## config.mk

```make
export PLATFORM = sky130hd
export DESIGN_NAME = gc_emulator
export DESIGN_NICKNAME = d
export VERILOG_FILES = /design/src/source/gc_proto_pkg.sv /design/src/source/gc_host_pkg.sv /design/src/source/gc_state_regs.sv /design/src/source/n_serial_rx.sv /design/src/source/n_serial_tx.sv /design/src/source/gc_controller.sv /design/src/source/gc_emulator.sv
export VERILOG_INCLUDE_DIRS = /design/src /design/src/source
export SDC_FILE = /design/constraint.sdc
export NUM_CORES = 1
export LEC_CHECK = 0
export BUFFER_PORTS_ARGS = -buffer_cell sky130_fd_sc_hd__buf_2
export CAP_MARGIN = 15
export CELL_PAD_IN_SITES_DETAIL_PLACEMENT = 2
export CELL_PAD_IN_SITES_GLOBAL_PLACEMENT = 2
export CORE_AREA = 3 3 211 213
export CTS_CLUSTER_DIAMETER = 100
export CTS_CLUSTER_SIZE = 25
export DETAILED_ROUTE_END_ITERATION = 10
export DIE_AREA = 0 0 214 216
export MAX_ROUTING_LAYER = met4
export PLACE_DENSITY_LB_ADDON = 0.08
export SYNTH_ARGS = -nofsm -noshare
export SYNTH_HDL_FRONTEND = slang
export SYNTH_SLANG_ARGS = --single-unit
```

## constraint.sdc

```tcl
create_clock -name clk -period 16.43 [get_ports clk]
set_input_delay 0 -clock clk [delete_from_list [all_inputs] [get_ports clk]]
set_output_delay 0 -clock clk [all_outputs]
set_load 0.05 [all_outputs]
```

## src/source/gc_consts.svh

```systemverilog
// Bit timing, idle length and controller ID defaults, included by the emulator RTL and testbench
`ifndef GC_CONSTS_SVH
`define GC_CONSTS_SVH

// Clock cycles in one quarter of an N-serial bit
// A whole bit on the wire is four quarters long
`define GC_QUARTER_CYCLES 4

// Quarters of unbroken high line that end a frame
// This must stay longer than the three high quarters of a one bit
`define GC_IDLE_QUARTERS 5

// Identification word that a standard controller returns for request 0x00
// The first byte 0x09 marks a standard pad with rumble support
`define GC_CONTROLLER_ID 24'h090000

`endif

```

## src/source/gc_proto_pkg.sv

```systemverilog
// Joybus wire-protocol types shared by the controller FSM and the testbench request tasks
`default_nettype none

package gc_proto_pkg;

  // Request bytes sent by the console
  // The poll request is 0x40 0x03 followed by one flags byte
  typedef enum logic [7:0] {
    GC_CMD_ID       = 8'h00,
    GC_CMD_POLL     = 8'h40,
    GC_CMD_ORIGINS  = 8'h41,
    GC_CMD_POLL_ARG = 8'h03
  } gc_cmd_t;

  // States of the emulated controller
  // The three finishing states wait for the stop bit of a recognised request
  typedef enum logic [3:0] {
    S_IDLE,
    S_RX_CMD,
    S_RX_POLL_1,
    S_RX_POLL_2,
    S_FINISH_ID,
    S_FINISH_POLL,
    S_FINISH_ORIGINS,
    S_TX_BYTE,
    S_TX_WAIT,
    S_TX_STOPBIT
  } gc_state_e;

  // Last eight bytes of the get-origins reply
  // Both sticks report a centre of 0x80, both triggers rest at 0x00, then two 0x02 bytes
  localparam logic [63:0] GC_ORIGINS_TAIL = 64'h8080808000000202;

endpackage

`default_nettype wire

```

## src/source/gc_host_pkg.sv

```systemverilog
// Host-side types for the pad-state registers, used by the register block, the top and the testbench
`default_nettype none

package gc_host_pkg;

  // Number of bytes in one pad-state report
  localparam int PAD_BYTES = 8;

  // Whole pad word as returned to a status poll
  // The byte that goes out first sits in bits 63:56
  typedef logic [PAD_BYTES*8-1:0] pad_state_t;

  // Host address of one pad byte
  // Index 0 selects the top byte, index 7 the bottom one
  typedef logic [$clog2(PAD_BYTES)-1:0] pad_byte_idx_t;

endpackage

`default_nettype wire

```

## src/source/gc_state_regs.sv

```systemverilog
// Host-writable pad-state registers, staged byte by byte and committed to the controller in one step
`timescale 1ns/1ps
`default_nettype none

module gc_state_regs (
  input  wire                        clk,
  input  wire                        reset,
  input  wire                        host_write,
  input  wire                        host_commit,
  input  wire gc_host_pkg::pad_byte_idx_t host_addr,
  input  wire  [7:0]                 host_wdata,
  output gc_host_pkg::pad_state_t    pad_state
);

  import gc_host_pkg::*;

  // Staging bytes collect a new report while the live word keeps answering polls
  logic [7:0] staging [PAD_BYTES];

  // Byte writes from the host land in staging only
  always_ff @(posedge clk) begin
    if (host_write) begin
      staging[host_addr] <= host_wdata;
    end
  end

  // A commit copies all eight bytes at once so a poll never sees a half-updated report
  // A write in the same cycle reaches staging after the old bytes were copied
  always_ff @(posedge clk or posedge reset) begin
    if (reset) begin
      pad_state <= '0;
    end else if (host_commit) begin
      for (int i = 0; i < PAD_BYTES; i++) begin
        pad_state[(PAD_BYTES-1-i)*8 +: 8] <= staging[i];
      end
    end
  end

  // A write with an unknown address would scramble an unpredictable staging byte
  assert property (@(posedge clk) disable iff (reset)
    host_write |-> !$isunknown(host_addr))
    else $error("host write with unknown address");

endmodule

`default_nettype wire

```

## src/source/n_serial_rx.sv

```systemverilog
// N-serial receiver that turns the joybus line into start, byte, stop and error events for the FSM
`timescale 1ns/1ps
`default_nettype none
`include "gc_consts.svh"

module n_serial_rx (
  input  wire        clk,
  input  wire        reset,
  input  wire        line_in,
  output logic       rx_start,
  output logic       rx_stop,
  output logic       rx_error,
  output logic [7:0] rx_data,
  output logic       rx_strobe
);

  localparam int Q = `GC_QUARTER_CYCLES;
  // Bits are sampled in the middle, two quarters after the falling edge
  localparam int SAMPLE_AT = 2 * Q;
  // No valid symbol holds the line low for a whole bit
  localparam int LOW_LIMIT = 4 * Q;
  // Two sync flops and the event register add three cycles to the idle timer
  localparam int IDLE_AT = `GC_IDLE_QUARTERS * Q - 3;
  localparam int CNT_MAX = ((LOW_LIMIT > IDLE_AT) ? LOW_LIMIT : IDLE_AT) + 1;
  localparam int CNT_W = $clog2(CNT_MAX + 1);

  logic             sync1;
  logic             sync2;
  logic             line_q;
  logic [CNT_W-1:0] fall_cnt;
  logic [CNT_W-1:0] high_cnt;
  logic             idle;
  logic             in_frame;
  logic [2:0]       bit_cnt;
  logic [7:0]       shreg;
  logic             fall;
  logic             sample_now;
  logic             low_too_long;
  logic             idle_hit;

  assign fall         = line_q & ~sync2;
  assign sample_now   = in_frame & ~fall & (fall_cnt == CNT_W'(SAMPLE_AT));
  assign low_too_long = in_frame & ~fall & ~sync2 & (fall_cnt == CNT_W'(LOW_LIMIT));
  assign idle_hit     = sync2 & (high_cnt == CNT_W'(IDLE_AT));

  // The line idles high, so the synchronizer starts out high
  always_ff @(posedge clk or posedge reset) begin
    if (reset) begin
      sync1  <= 1'b1;
      sync2  <= 1'b1;
      line_q <= 1'b1;
    end else begin
      sync1  <= line_in;
      sync2  <= sync1;
      line_q <= sync2;
    end
  end

  // Cycles since the last fall, and cycles of unbroken high, both saturating
  always_ff @(posedge clk or posedge reset) begin
    if (reset) begin
      fall_cnt <= CNT_W'(CNT_MAX);
      high_cnt <= '0;
    end else begin
      if (fall) begin
        fall_cnt <= CNT_W'(1);
      end else if (fall_cnt != CNT_W'(CNT_MAX)) begin
        fall_cnt <= fall_cnt + 1'b1;
      end
      if (!sync2) begin
        high_cnt <= '0;
      end else if (high_cnt != CNT_W'(CNT_MAX)) begin
        high_cnt <= high_cnt + 1'b1;
      end
    end
  end

  // Frame tracking and the four event pulses
  // A frame only opens on a fall that follows idle, so a broken frame is skipped to its end
  always_ff @(posedge clk or posedge reset) begin
    if (reset) begin
      idle      <= 1'b0;
      in_frame  <= 1'b0;
      bit_cnt   <= '0;
      rx_start  <= 1'b0;
      rx_stop   <= 1'b0;
      rx_error  <= 1'b0;
      rx_strobe <= 1'b0;
    end else begin
      rx_start  <= 1'b0;
      rx_stop   <= 1'b0;
      rx_error  <= 1'b0;
      rx_strobe <= 1'b0;
      if (fall) begin
        if (idle) begin
          rx_start <= 1'b1;
          in_frame <= 1'b1;
          bit_cnt  <= '0;
        end
        idle <= 1'b0;
      end else if (low_too_long) begin
        rx_error <= 1'b1;
        in_frame <= 1'b0;
      end else if (idle_hit) begin
        idle <= 1'b1;
        if (in_frame) begin
          in_frame <= 1'b0;
          // A clean frame is whole bytes plus a single one bit
          if (bit_cnt == 3'd1 && shreg[0]) begin
            rx_stop <= 1'b1;
          end else begin
            rx_error <= 1'b1;
          end
        end
      end else if (sample_now) begin
        bit_cnt <= bit_cnt + 1'b1;
        if (bit_cnt == 3'd7) begin
          rx_strobe <= 1'b1;
        end
      end
    end
  end

  // Bits arrive MSB first
  always_ff @(posedge clk) begin
    if (sample_now) begin
      shreg <= {shreg[6:0], sync2};
      if (bit_cnt == 3'd7) begin
        rx_data <= {shreg[6:0], sync2};
      end
    end
  end

  // The FSM treats each event as exclusive of the others
  assert property (@(posedge clk) disable iff (reset)
    $onehot0({rx_start, rx_stop, rx_error, rx_strobe}))
    else $error("more than one receiver event in a cycle");

endmodule

`default_nettype wire

```

## src/source/n_serial_tx.sv

```systemverilog
// N-serial transmitter that sends response bytes and the stop bit as open-drain low pulses
`timescale 1ns/1ps
`default_nettype none
`include "gc_consts.svh"

module n_serial_tx (
  input  wire        clk,
  input  wire        reset,
  input  wire  [7:0] tx_data,
  input  wire        tx_stopbit,
  input  wire        tx_strobe,
  output logic       tx_busy,
  output logic       line_drive_low
);

  localparam int Q = `GC_QUARTER_CYCLES;
  localparam int QCLK_W = $clog2(Q + 1);

  logic [7:0]        shifter;
  logic [3:0]        symbols_left;
  logic [QCLK_W-1:0] qclk;
  logic [1:0]        quarter;
  logic              quarter_end;
  logic              load;

  assign quarter_end = (qclk == QCLK_W'(Q - 1));
  assign load        = tx_strobe & ~tx_busy;

  // Every symbol is low in quarter 0, low in quarters 1 and 2 only for a zero,
  // and released in quarter 3
  always_ff @(posedge clk or posedge reset) begin
    if (reset) begin
      tx_busy        <= 1'b0;
      line_drive_low <= 1'b0;
      symbols_left   <= '0;
      qclk           <= '0;
      quarter        <= '0;
    end else if (load) begin
      tx_busy        <= 1'b1;
      line_drive_low <= 1'b1;
      symbols_left   <= tx_stopbit ? 4'd1 : 4'd8;
      qclk           <= '0;
      quarter        <= '0;
    end else if (tx_busy) begin
      if (!quarter_end) begin
        qclk <= qclk + 1'b1;
      end else begin
        qclk    <= '0;
        quarter <= quarter + 1'b1;
        if (quarter == 2'd3) begin
          symbols_left <= symbols_left - 1'b1;
          if (symbols_left == 4'd1) begin
            tx_busy        <= 1'b0;
            line_drive_low <= 1'b0;
          end else begin
            line_drive_low <= 1'b1;
          end
        end else if (quarter == 2'd2) begin
          line_drive_low <= 1'b0;
        end else begin
          line_drive_low <= ~shifter[7];
        end
      end
    end
  end

  // The stop bit is sent as a lone one in the MSB
  always_ff @(posedge clk) begin
    if (load) begin
      shifter <= tx_stopbit ? 8'h80 : tx_data;
    end else if (tx_busy && quarter_end && quarter == 2'd3) begin
      shifter <= {shifter[6:0], 1'b0};
    end
  end

  // The controller has to wait for the current symbol run to finish
  assert property (@(posedge clk) disable iff (reset)
    tx_strobe |-> !tx_busy)
    else $error("transmit strobe while busy");

endmodule

`default_nettype wire

```

## src/source/gc_controller.sv

```systemverilog
// GameCube controller FSM that parses console requests and sequences the ID, poll and origins replies
`timescale 1ns/1ps
`default_nettype none
`include "gc_consts.svh"

module gc_controller #(
  parameter logic [23:0] CONTROLLER_ID = `GC_CONTROLLER_ID
) (
  input  wire                     clk,
  input  wire                     reset,
  input  wire                     rx_start,
  input  wire                     rx_stop,
  input  wire                     rx_error,
  input  wire  [7:0]              rx_data,
  input  wire                     rx_strobe,
  input  wire gc_host_pkg::pad_state_t pad_state,
  input  wire                     tx_busy,
  output logic [7:0]              tx_data,
  output logic                    tx_stopbit,
  output logic                    tx_strobe,
  output logic                    rumble
);

  import gc_proto_pkg::*;

  // Wide enough for the ten-byte origins reply
  // Shorter replies are left-justified and shifted out from the top
  localparam int SHIFT_W = 80;

  gc_state_e          state;
  logic [SHIFT_W-1:0] shifter;
  logic [3:0]         bytes_left;
  logic               rumble_req;
  logic               rx_abort;
  logic               rx_extra;

  // Anything but a data byte while a request is still arriving
  assign rx_abort = rx_start | rx_stop | rx_error;
  // Anything but the stop once the request is complete
  assign rx_extra = rx_start | rx_error | rx_strobe;

  always_ff @(posedge clk or posedge reset) begin
    if (reset) begin
      state      <= S_IDLE;
      tx_strobe  <= 1'b0;
      tx_stopbit <= 1'b0;
      bytes_left <= '0;
      rumble_req <= 1'b0;
      rumble     <= 1'b0;
    end else begin
      tx_strobe <= 1'b0;
      case (state)
        // Our own reply echoes back through the receiver, and its stop is ignored here
        S_IDLE: begin
          bytes_left <= '0;
          if (rx_start) begin
            state <= S_RX_CMD;
          end
        end

        // First request byte picks the command
        S_RX_CMD: begin
          if (rx_abort) begin
            state <= S_IDLE;
          end else if (rx_strobe) begin
            case (rx_data)
              GC_CMD_ID:      state <= S_FINISH_ID;
              GC_CMD_POLL:    state <= S_RX_POLL_1;
              GC_CMD_ORIGINS: state <= S_FINISH_ORIGINS;
              default:        state <= S_IDLE;
            endcase
          end
        end

        // Second poll byte has to be 0x03
        S_RX_POLL_1: begin
          if (rx_abort) begin
            state <= S_IDLE;
          end else if (rx_strobe) begin
            state <= (rx_data == GC_CMD_POLL_ARG) ? S_RX_POLL_2 : S_IDLE;
          end
        end

        // Third poll byte carries flags; only bit 0, the rumble motor, is used
        S_RX_POLL_2: begin
          if (rx_abort) begin
            state <= S_IDLE;
          end else if (rx_strobe) begin
            rumble_req <= rx_data[0];
            state      <= S_FINISH_POLL;
          end
        end

        S_FINISH_ID: begin
          if (rx_extra) begin
            state <= S_IDLE;
          end else if (rx_stop) begin
            shifter    <= {CONTROLLER_ID, 56'h0};
            bytes_left <= 4'd3;
            state      <= S_TX_BYTE;
          end
        end

        // Rumble changes only once the whole poll has arrived intact
        S_FINISH_POLL: begin
          if (rx_extra) begin
            state <= S_IDLE;
          end else if (rx_stop) begin
            rumble     <= rumble_req;
            shifter    <= {pad_state, 16'h0};
            bytes_left <= 4'd8;
            state      <= S_TX_BYTE;
          end
        end

        // Button bytes are live, the axis origins and the tail are fixed
        S_FINISH_ORIGINS: begin
          if (rx_extra) begin
            state <= S_IDLE;
          end else if (rx_stop) begin
            shifter    <= {pad_state[63:48], GC_ORIGINS_TAIL};
            bytes_left <= 4'd10;
            state      <= S_TX_BYTE;
          end
        end

        S_TX_BYTE: begin
          if (!tx_busy) begin
            tx_data    <= shifter[SHIFT_W-1 -: 8];
            shifter    <= {shifter[SHIFT_W-9:0], 8'h00};
            tx_stopbit <= 1'b0;
            tx_strobe  <= 1'b1;
            bytes_left <= bytes_left - 1'b1;
            state      <= S_TX_WAIT;
          end
        end

        // tx_busy is not valid until one cycle after the strobe
        S_TX_WAIT: begin
          state <= (bytes_left == 4'd0) ? S_TX_STOPBIT : S_TX_BYTE;
        end

        S_TX_STOPBIT: begin
          if (!tx_busy) begin
            tx_stopbit <= 1'b1;
            tx_strobe  <= 1'b1;
            state      <= S_IDLE;
          end
        end

        default: state <= S_IDLE;
      endcase
    end
  end

  // The longest reply is the ten-byte origins packet
  assert property (@(posedge clk) disable iff (reset)
    bytes_left <= 4'd10)
    else $error("reply byte count out of range");

endmodule

`default_nettype wire

```

## src/source/gc_emulator.sv

```systemverilog
// Top level of one emulated GameCube controller on a single joybus line, with a host register port
`timescale 1ns/1ps
`default_nettype none

module gc_emulator (
  input  wire                         clk,
  input  wire                         reset,
  input  wire                         line_in,
  output logic                        line_drive_low,
  input  wire                         host_write,
  input  wire                         host_commit,
  input  wire gc_host_pkg::pad_byte_idx_t host_addr,
  input  wire  [7:0]                  host_wdata,
  output logic                        rumble
);

  import gc_host_pkg::*;

  pad_state_t pad_state;
  logic       rx_start;
  logic       rx_stop;
  logic       rx_error;
  logic [7:0] rx_data;
  logic       rx_strobe;
  logic [7:0] tx_data;
  logic       tx_stopbit;
  logic       tx_strobe;
  logic       tx_busy;

  // Committed pad report that the controller returns to polls
  gc_state_regs state_regs_i (
    .clk         (clk),
    .reset       (reset),
    .host_write  (host_write),
    .host_commit (host_commit),
    .host_addr   (host_addr),
    .host_wdata  (host_wdata),
    .pad_state   (pad_state)
  );

  // The receiver also hears our own reply, which the FSM ignores while sending
  n_serial_rx rx_i (
    .clk       (clk),
    .reset     (reset),
    .line_in   (line_in),
    .rx_start  (rx_start),
    .rx_stop   (rx_stop),
    .rx_error  (rx_error),
    .rx_data   (rx_data),
    .rx_strobe (rx_strobe)
  );

  gc_controller controller_i (
    .clk        (clk),
    .reset      (reset),
    .rx_start   (rx_start),
    .rx_stop    (rx_stop),
    .rx_error   (rx_error),
    .rx_data    (rx_data),
    .rx_strobe  (rx_strobe),
    .pad_state  (pad_state),
    .tx_busy    (tx_busy),
    .tx_data    (tx_data),
    .tx_stopbit (tx_stopbit),
    .tx_strobe  (tx_strobe),
    .rumble     (rumble)
  );

  // line_drive_low goes to the external open-drain buffer
  n_serial_tx tx_i (
    .clk            (clk),
    .reset          (reset),
    .tx_data        (tx_data),
    .tx_stopbit     (tx_stopbit),
    .tx_strobe      (tx_strobe),
    .tx_busy        (tx_busy),
    .line_drive_low (line_drive_low)
  );

endmodule

`default_nettype wire

```

==> run summary <==
status -> finished, final reports clean
worst-path fanout max -> 66
clock sink total -> 270
Max VDD drop -> 0.0690 mV
Detail Route Antenna Nets -> 0
die footprint -> 46,200 um^2
vias in the first global route -> 6,522
commonest non-fill, non-tap cell in the layout -> edfxtp_1
WHS -> 0.121 ns
Max Freq -> 326 MHz
CP bufs+invs -> 1
RSZ-0062 raised after global routing -> no
IO buf count -> 17
vias per cell -> 4.26
top cell type's share of synthesized area -> 0.452
Pwr Density -> 115 nW/um^2
Main synth FF type -> edfxtp_1
DRC Markers -> 0
fin. max-slew vios -> 0
critical path class -> reg -> reg
largest net degree at the start of global routing -> 67
post-layout minimum cycle time -> 3.07 ns
total grt overflow -> 0
Syn Area/Cell -> 14.7 um^2
multi-input logic area -> 2920 um^2
Tcrit/Tclk final -> 0.187
Clock Path Buffers -> 3
most frequent cells in the layout -> edfxtp_1 (161), dfrtp_1 (104), nand2_1 (67)
Synth area leaders -> edfxtp_1 (45%), dfrtp_1 (24%), mux2_2 (6.7%)
Antenna diodes -> 0
die height -> 216 um
post-synthesis register bit count -> 270
via count -> 5,723
GRT Total Usage -> 0.106
PostCTS Resize Cnt -> 0
H-tree depth -> 1
yosys warns -> 0
CP Cell Sequence -> nand2_1 > nor2_1 > a21oi_1 > nor3_2 > buf_4
Final Hold Viols -> 0
Inserted Clock Buffers -> 16
worst slew pin tran -> 1.03 ns
First-pass DRT Iterations -> 4
area leader, netlist -> edfxtp_1
EDFF count, synth -> 161
register area -> 7570 um^2
fillcell total -> 4,506
leakage -> 4.42 nW
IO Count -> 18
antenna violations before repair -> 0
Setup crit start kind -> flop
Synth-to-Final Area Change -> 12.9%
slowest CP cell -> dfrtp_1
CP Data Required Time -> 16.58 ns
first-pass GRT wire length -> 38,600 um
Crit path max-delay family -> simple AND/OR/NAND/NOR gates
Worst EP arrival -> 3.22 ns
max incr delay on CP -> 0.77 ns
chip width -> 214 um
Setup TNS Final -> 0 ns
Core Area -> 42,900 um^2
FP Rows -> 76
Mapped Area -> 10,700 um^2
CTS tree -> built
RD Place Congestion -> 0.704
# nets final -> 780
Detailed Route WL -> 23,300 um
clk root buf -> clkbuf_16
kind of end point of the critical path -> flop
Final setup viols -> 0
Cells after Synth -> 730
skew final -> 0.0299 ns
clk slew on worst S/H paths -> 0.10 ns
syn nets -> 762
average wire per standard cell -> 17.4 um
Worst-Skew Late Latency -> 0.52 ns
Slew HR -> 0.313
Max Cap Viol -> 0
proportion of synthesized chip area in sequential cells -> 0.707
DPL Wire Length -> 14,800 um
Initial Util -> 0.249
Iter 0 DRT Violations -> 289
Synth async-reset ratio -> 0.404
layout cells sized above 1 -> 0.165
Worst Hold Class -> in -> reg
Synth cell types -> 55
-- kinds of logic after synthesis --
kind of cell / Yosys count / share of synthesized area
simple gates: 187 / 0.0894
compound gates: 124 / 0.0813
mux: 70 / 0.0732
buf+inv: 53 / 0.0218
xor+xnor: 10 / 0.00819
flops: 270 / 0.707
fa+ha+maj: 16 / 0.0187
-- power breakdown --
group          total (W)  leakage [nW]  switching, W  internal (W)
registers       0.000781          2.81     0.0000346      0.000747
clock network   0.000462         0.261      0.000243      0.000219
logic           0.000145          1.35     0.0000881     0.0000568
-- registers in the layout (all words and copies together) (netlist names), 4 cells and up --
name / cells
controller_i.shifter: 66
state_regs_i.pad_state: 64
state_regs_i.staging: 64
controller_i.tx_data: 8
rx_i.rx_data: 8
tx_i.shifter: 8
rx_i.shreg: 7
rx_i.fall_cnt: 5
rx_i.high_cnt: 5
controller_i.bytes_left: 4
controller_i.state: 4
tx_i.symbols_left: 4
-- layout make-up --
type                            instances  area share
Clock inverter                          5     0.00694
Tap cell                              585      0.0606
Inverter                               19     0.00611
Multi-Input combinational cell        407       0.242
Clock buffer                           22      0.0376
Sequential cell                       270       0.626
Timing Repair Buffer                   34      0.0203
-- timing repair --
action / CTS / global route
hold buffers: 13 / 0
endpoints found under the hold margin: 119 / 0
buffers inserted: 0 / 0
-- layer usage --
layer / vias up / global-route usage / wire length, um / part of all wire
li1: 2694 / - / - / -
met1: 2977 / 0.139 / 11300 / 0.48
met5: - / - / 0 / 0
met2: 30 / 0.175 / 11100 / 0.48
met3: 22 / 0.0152 / 507 / 0.022
met4: 0 / 0.0270 / 406 / 0.017
-- worst min-delay path: cells and delay by family --
kind	cells	cell delay, ns
and+or+nand+nor	2	0.33
buffers and inverters	1	0.10
-- stage by stage --
| step | total power [W] | worst slack, ns | util | cell area, um^2 | std cells |
|---|---|---|---|---|---|
| finish | 0.00139 | 13.36 | 0.282 | 12100 | 1342 |
| global route | 0.00147 | 12.98 | 0.282 | 12100 | 1342 |
| CTS | 0.00142 | 13.24 | 0.282 | 12100 | 1342 |
| detailed placement | 0.000945 | 13.22 | 0.266 | 11400 | 1302 |
| global placement | 0.000937 | 13.30 | 0.266 | 11400 | 1302 |
| floorplan | 0.000894 | 10.44 | - | 10700 | 730 |
-- synth_stat cells (all sizes together), types with 16 or more instances --
master  count
a21oi      30
a22o       44
and2       17
buf        22
dfrtp     104
edfxtp    161
ha         16
inv        19
mux2       66
nand2      67
nand2b     19
nor2       34
o21ai      29
-- path summary, 6_finish.rpt --
check / start / end / slack, ns / depth (start not counted)
setup reg to reg: controller_i.state[0] / controller_i.shifter[54] / 13.36 / 5
max in group asynchronous: reset / state_regs_i.pad_state[15] / 14.85 / 4
setup / recovery: controller_i.state[0] / controller_i.shifter[54] / 13.36 / 5
min in group asynchronous: reset / tx_i.symbols_left[1] / 0.15 / 3
hold / removal: host_addr[0] / state_regs_i.staging[1][3] / 0.12 / 3
hold reg to reg: rx_i.sync1 / rx_i.sync2 / 0.36 / 0
(Power assumes the default switching activity.)
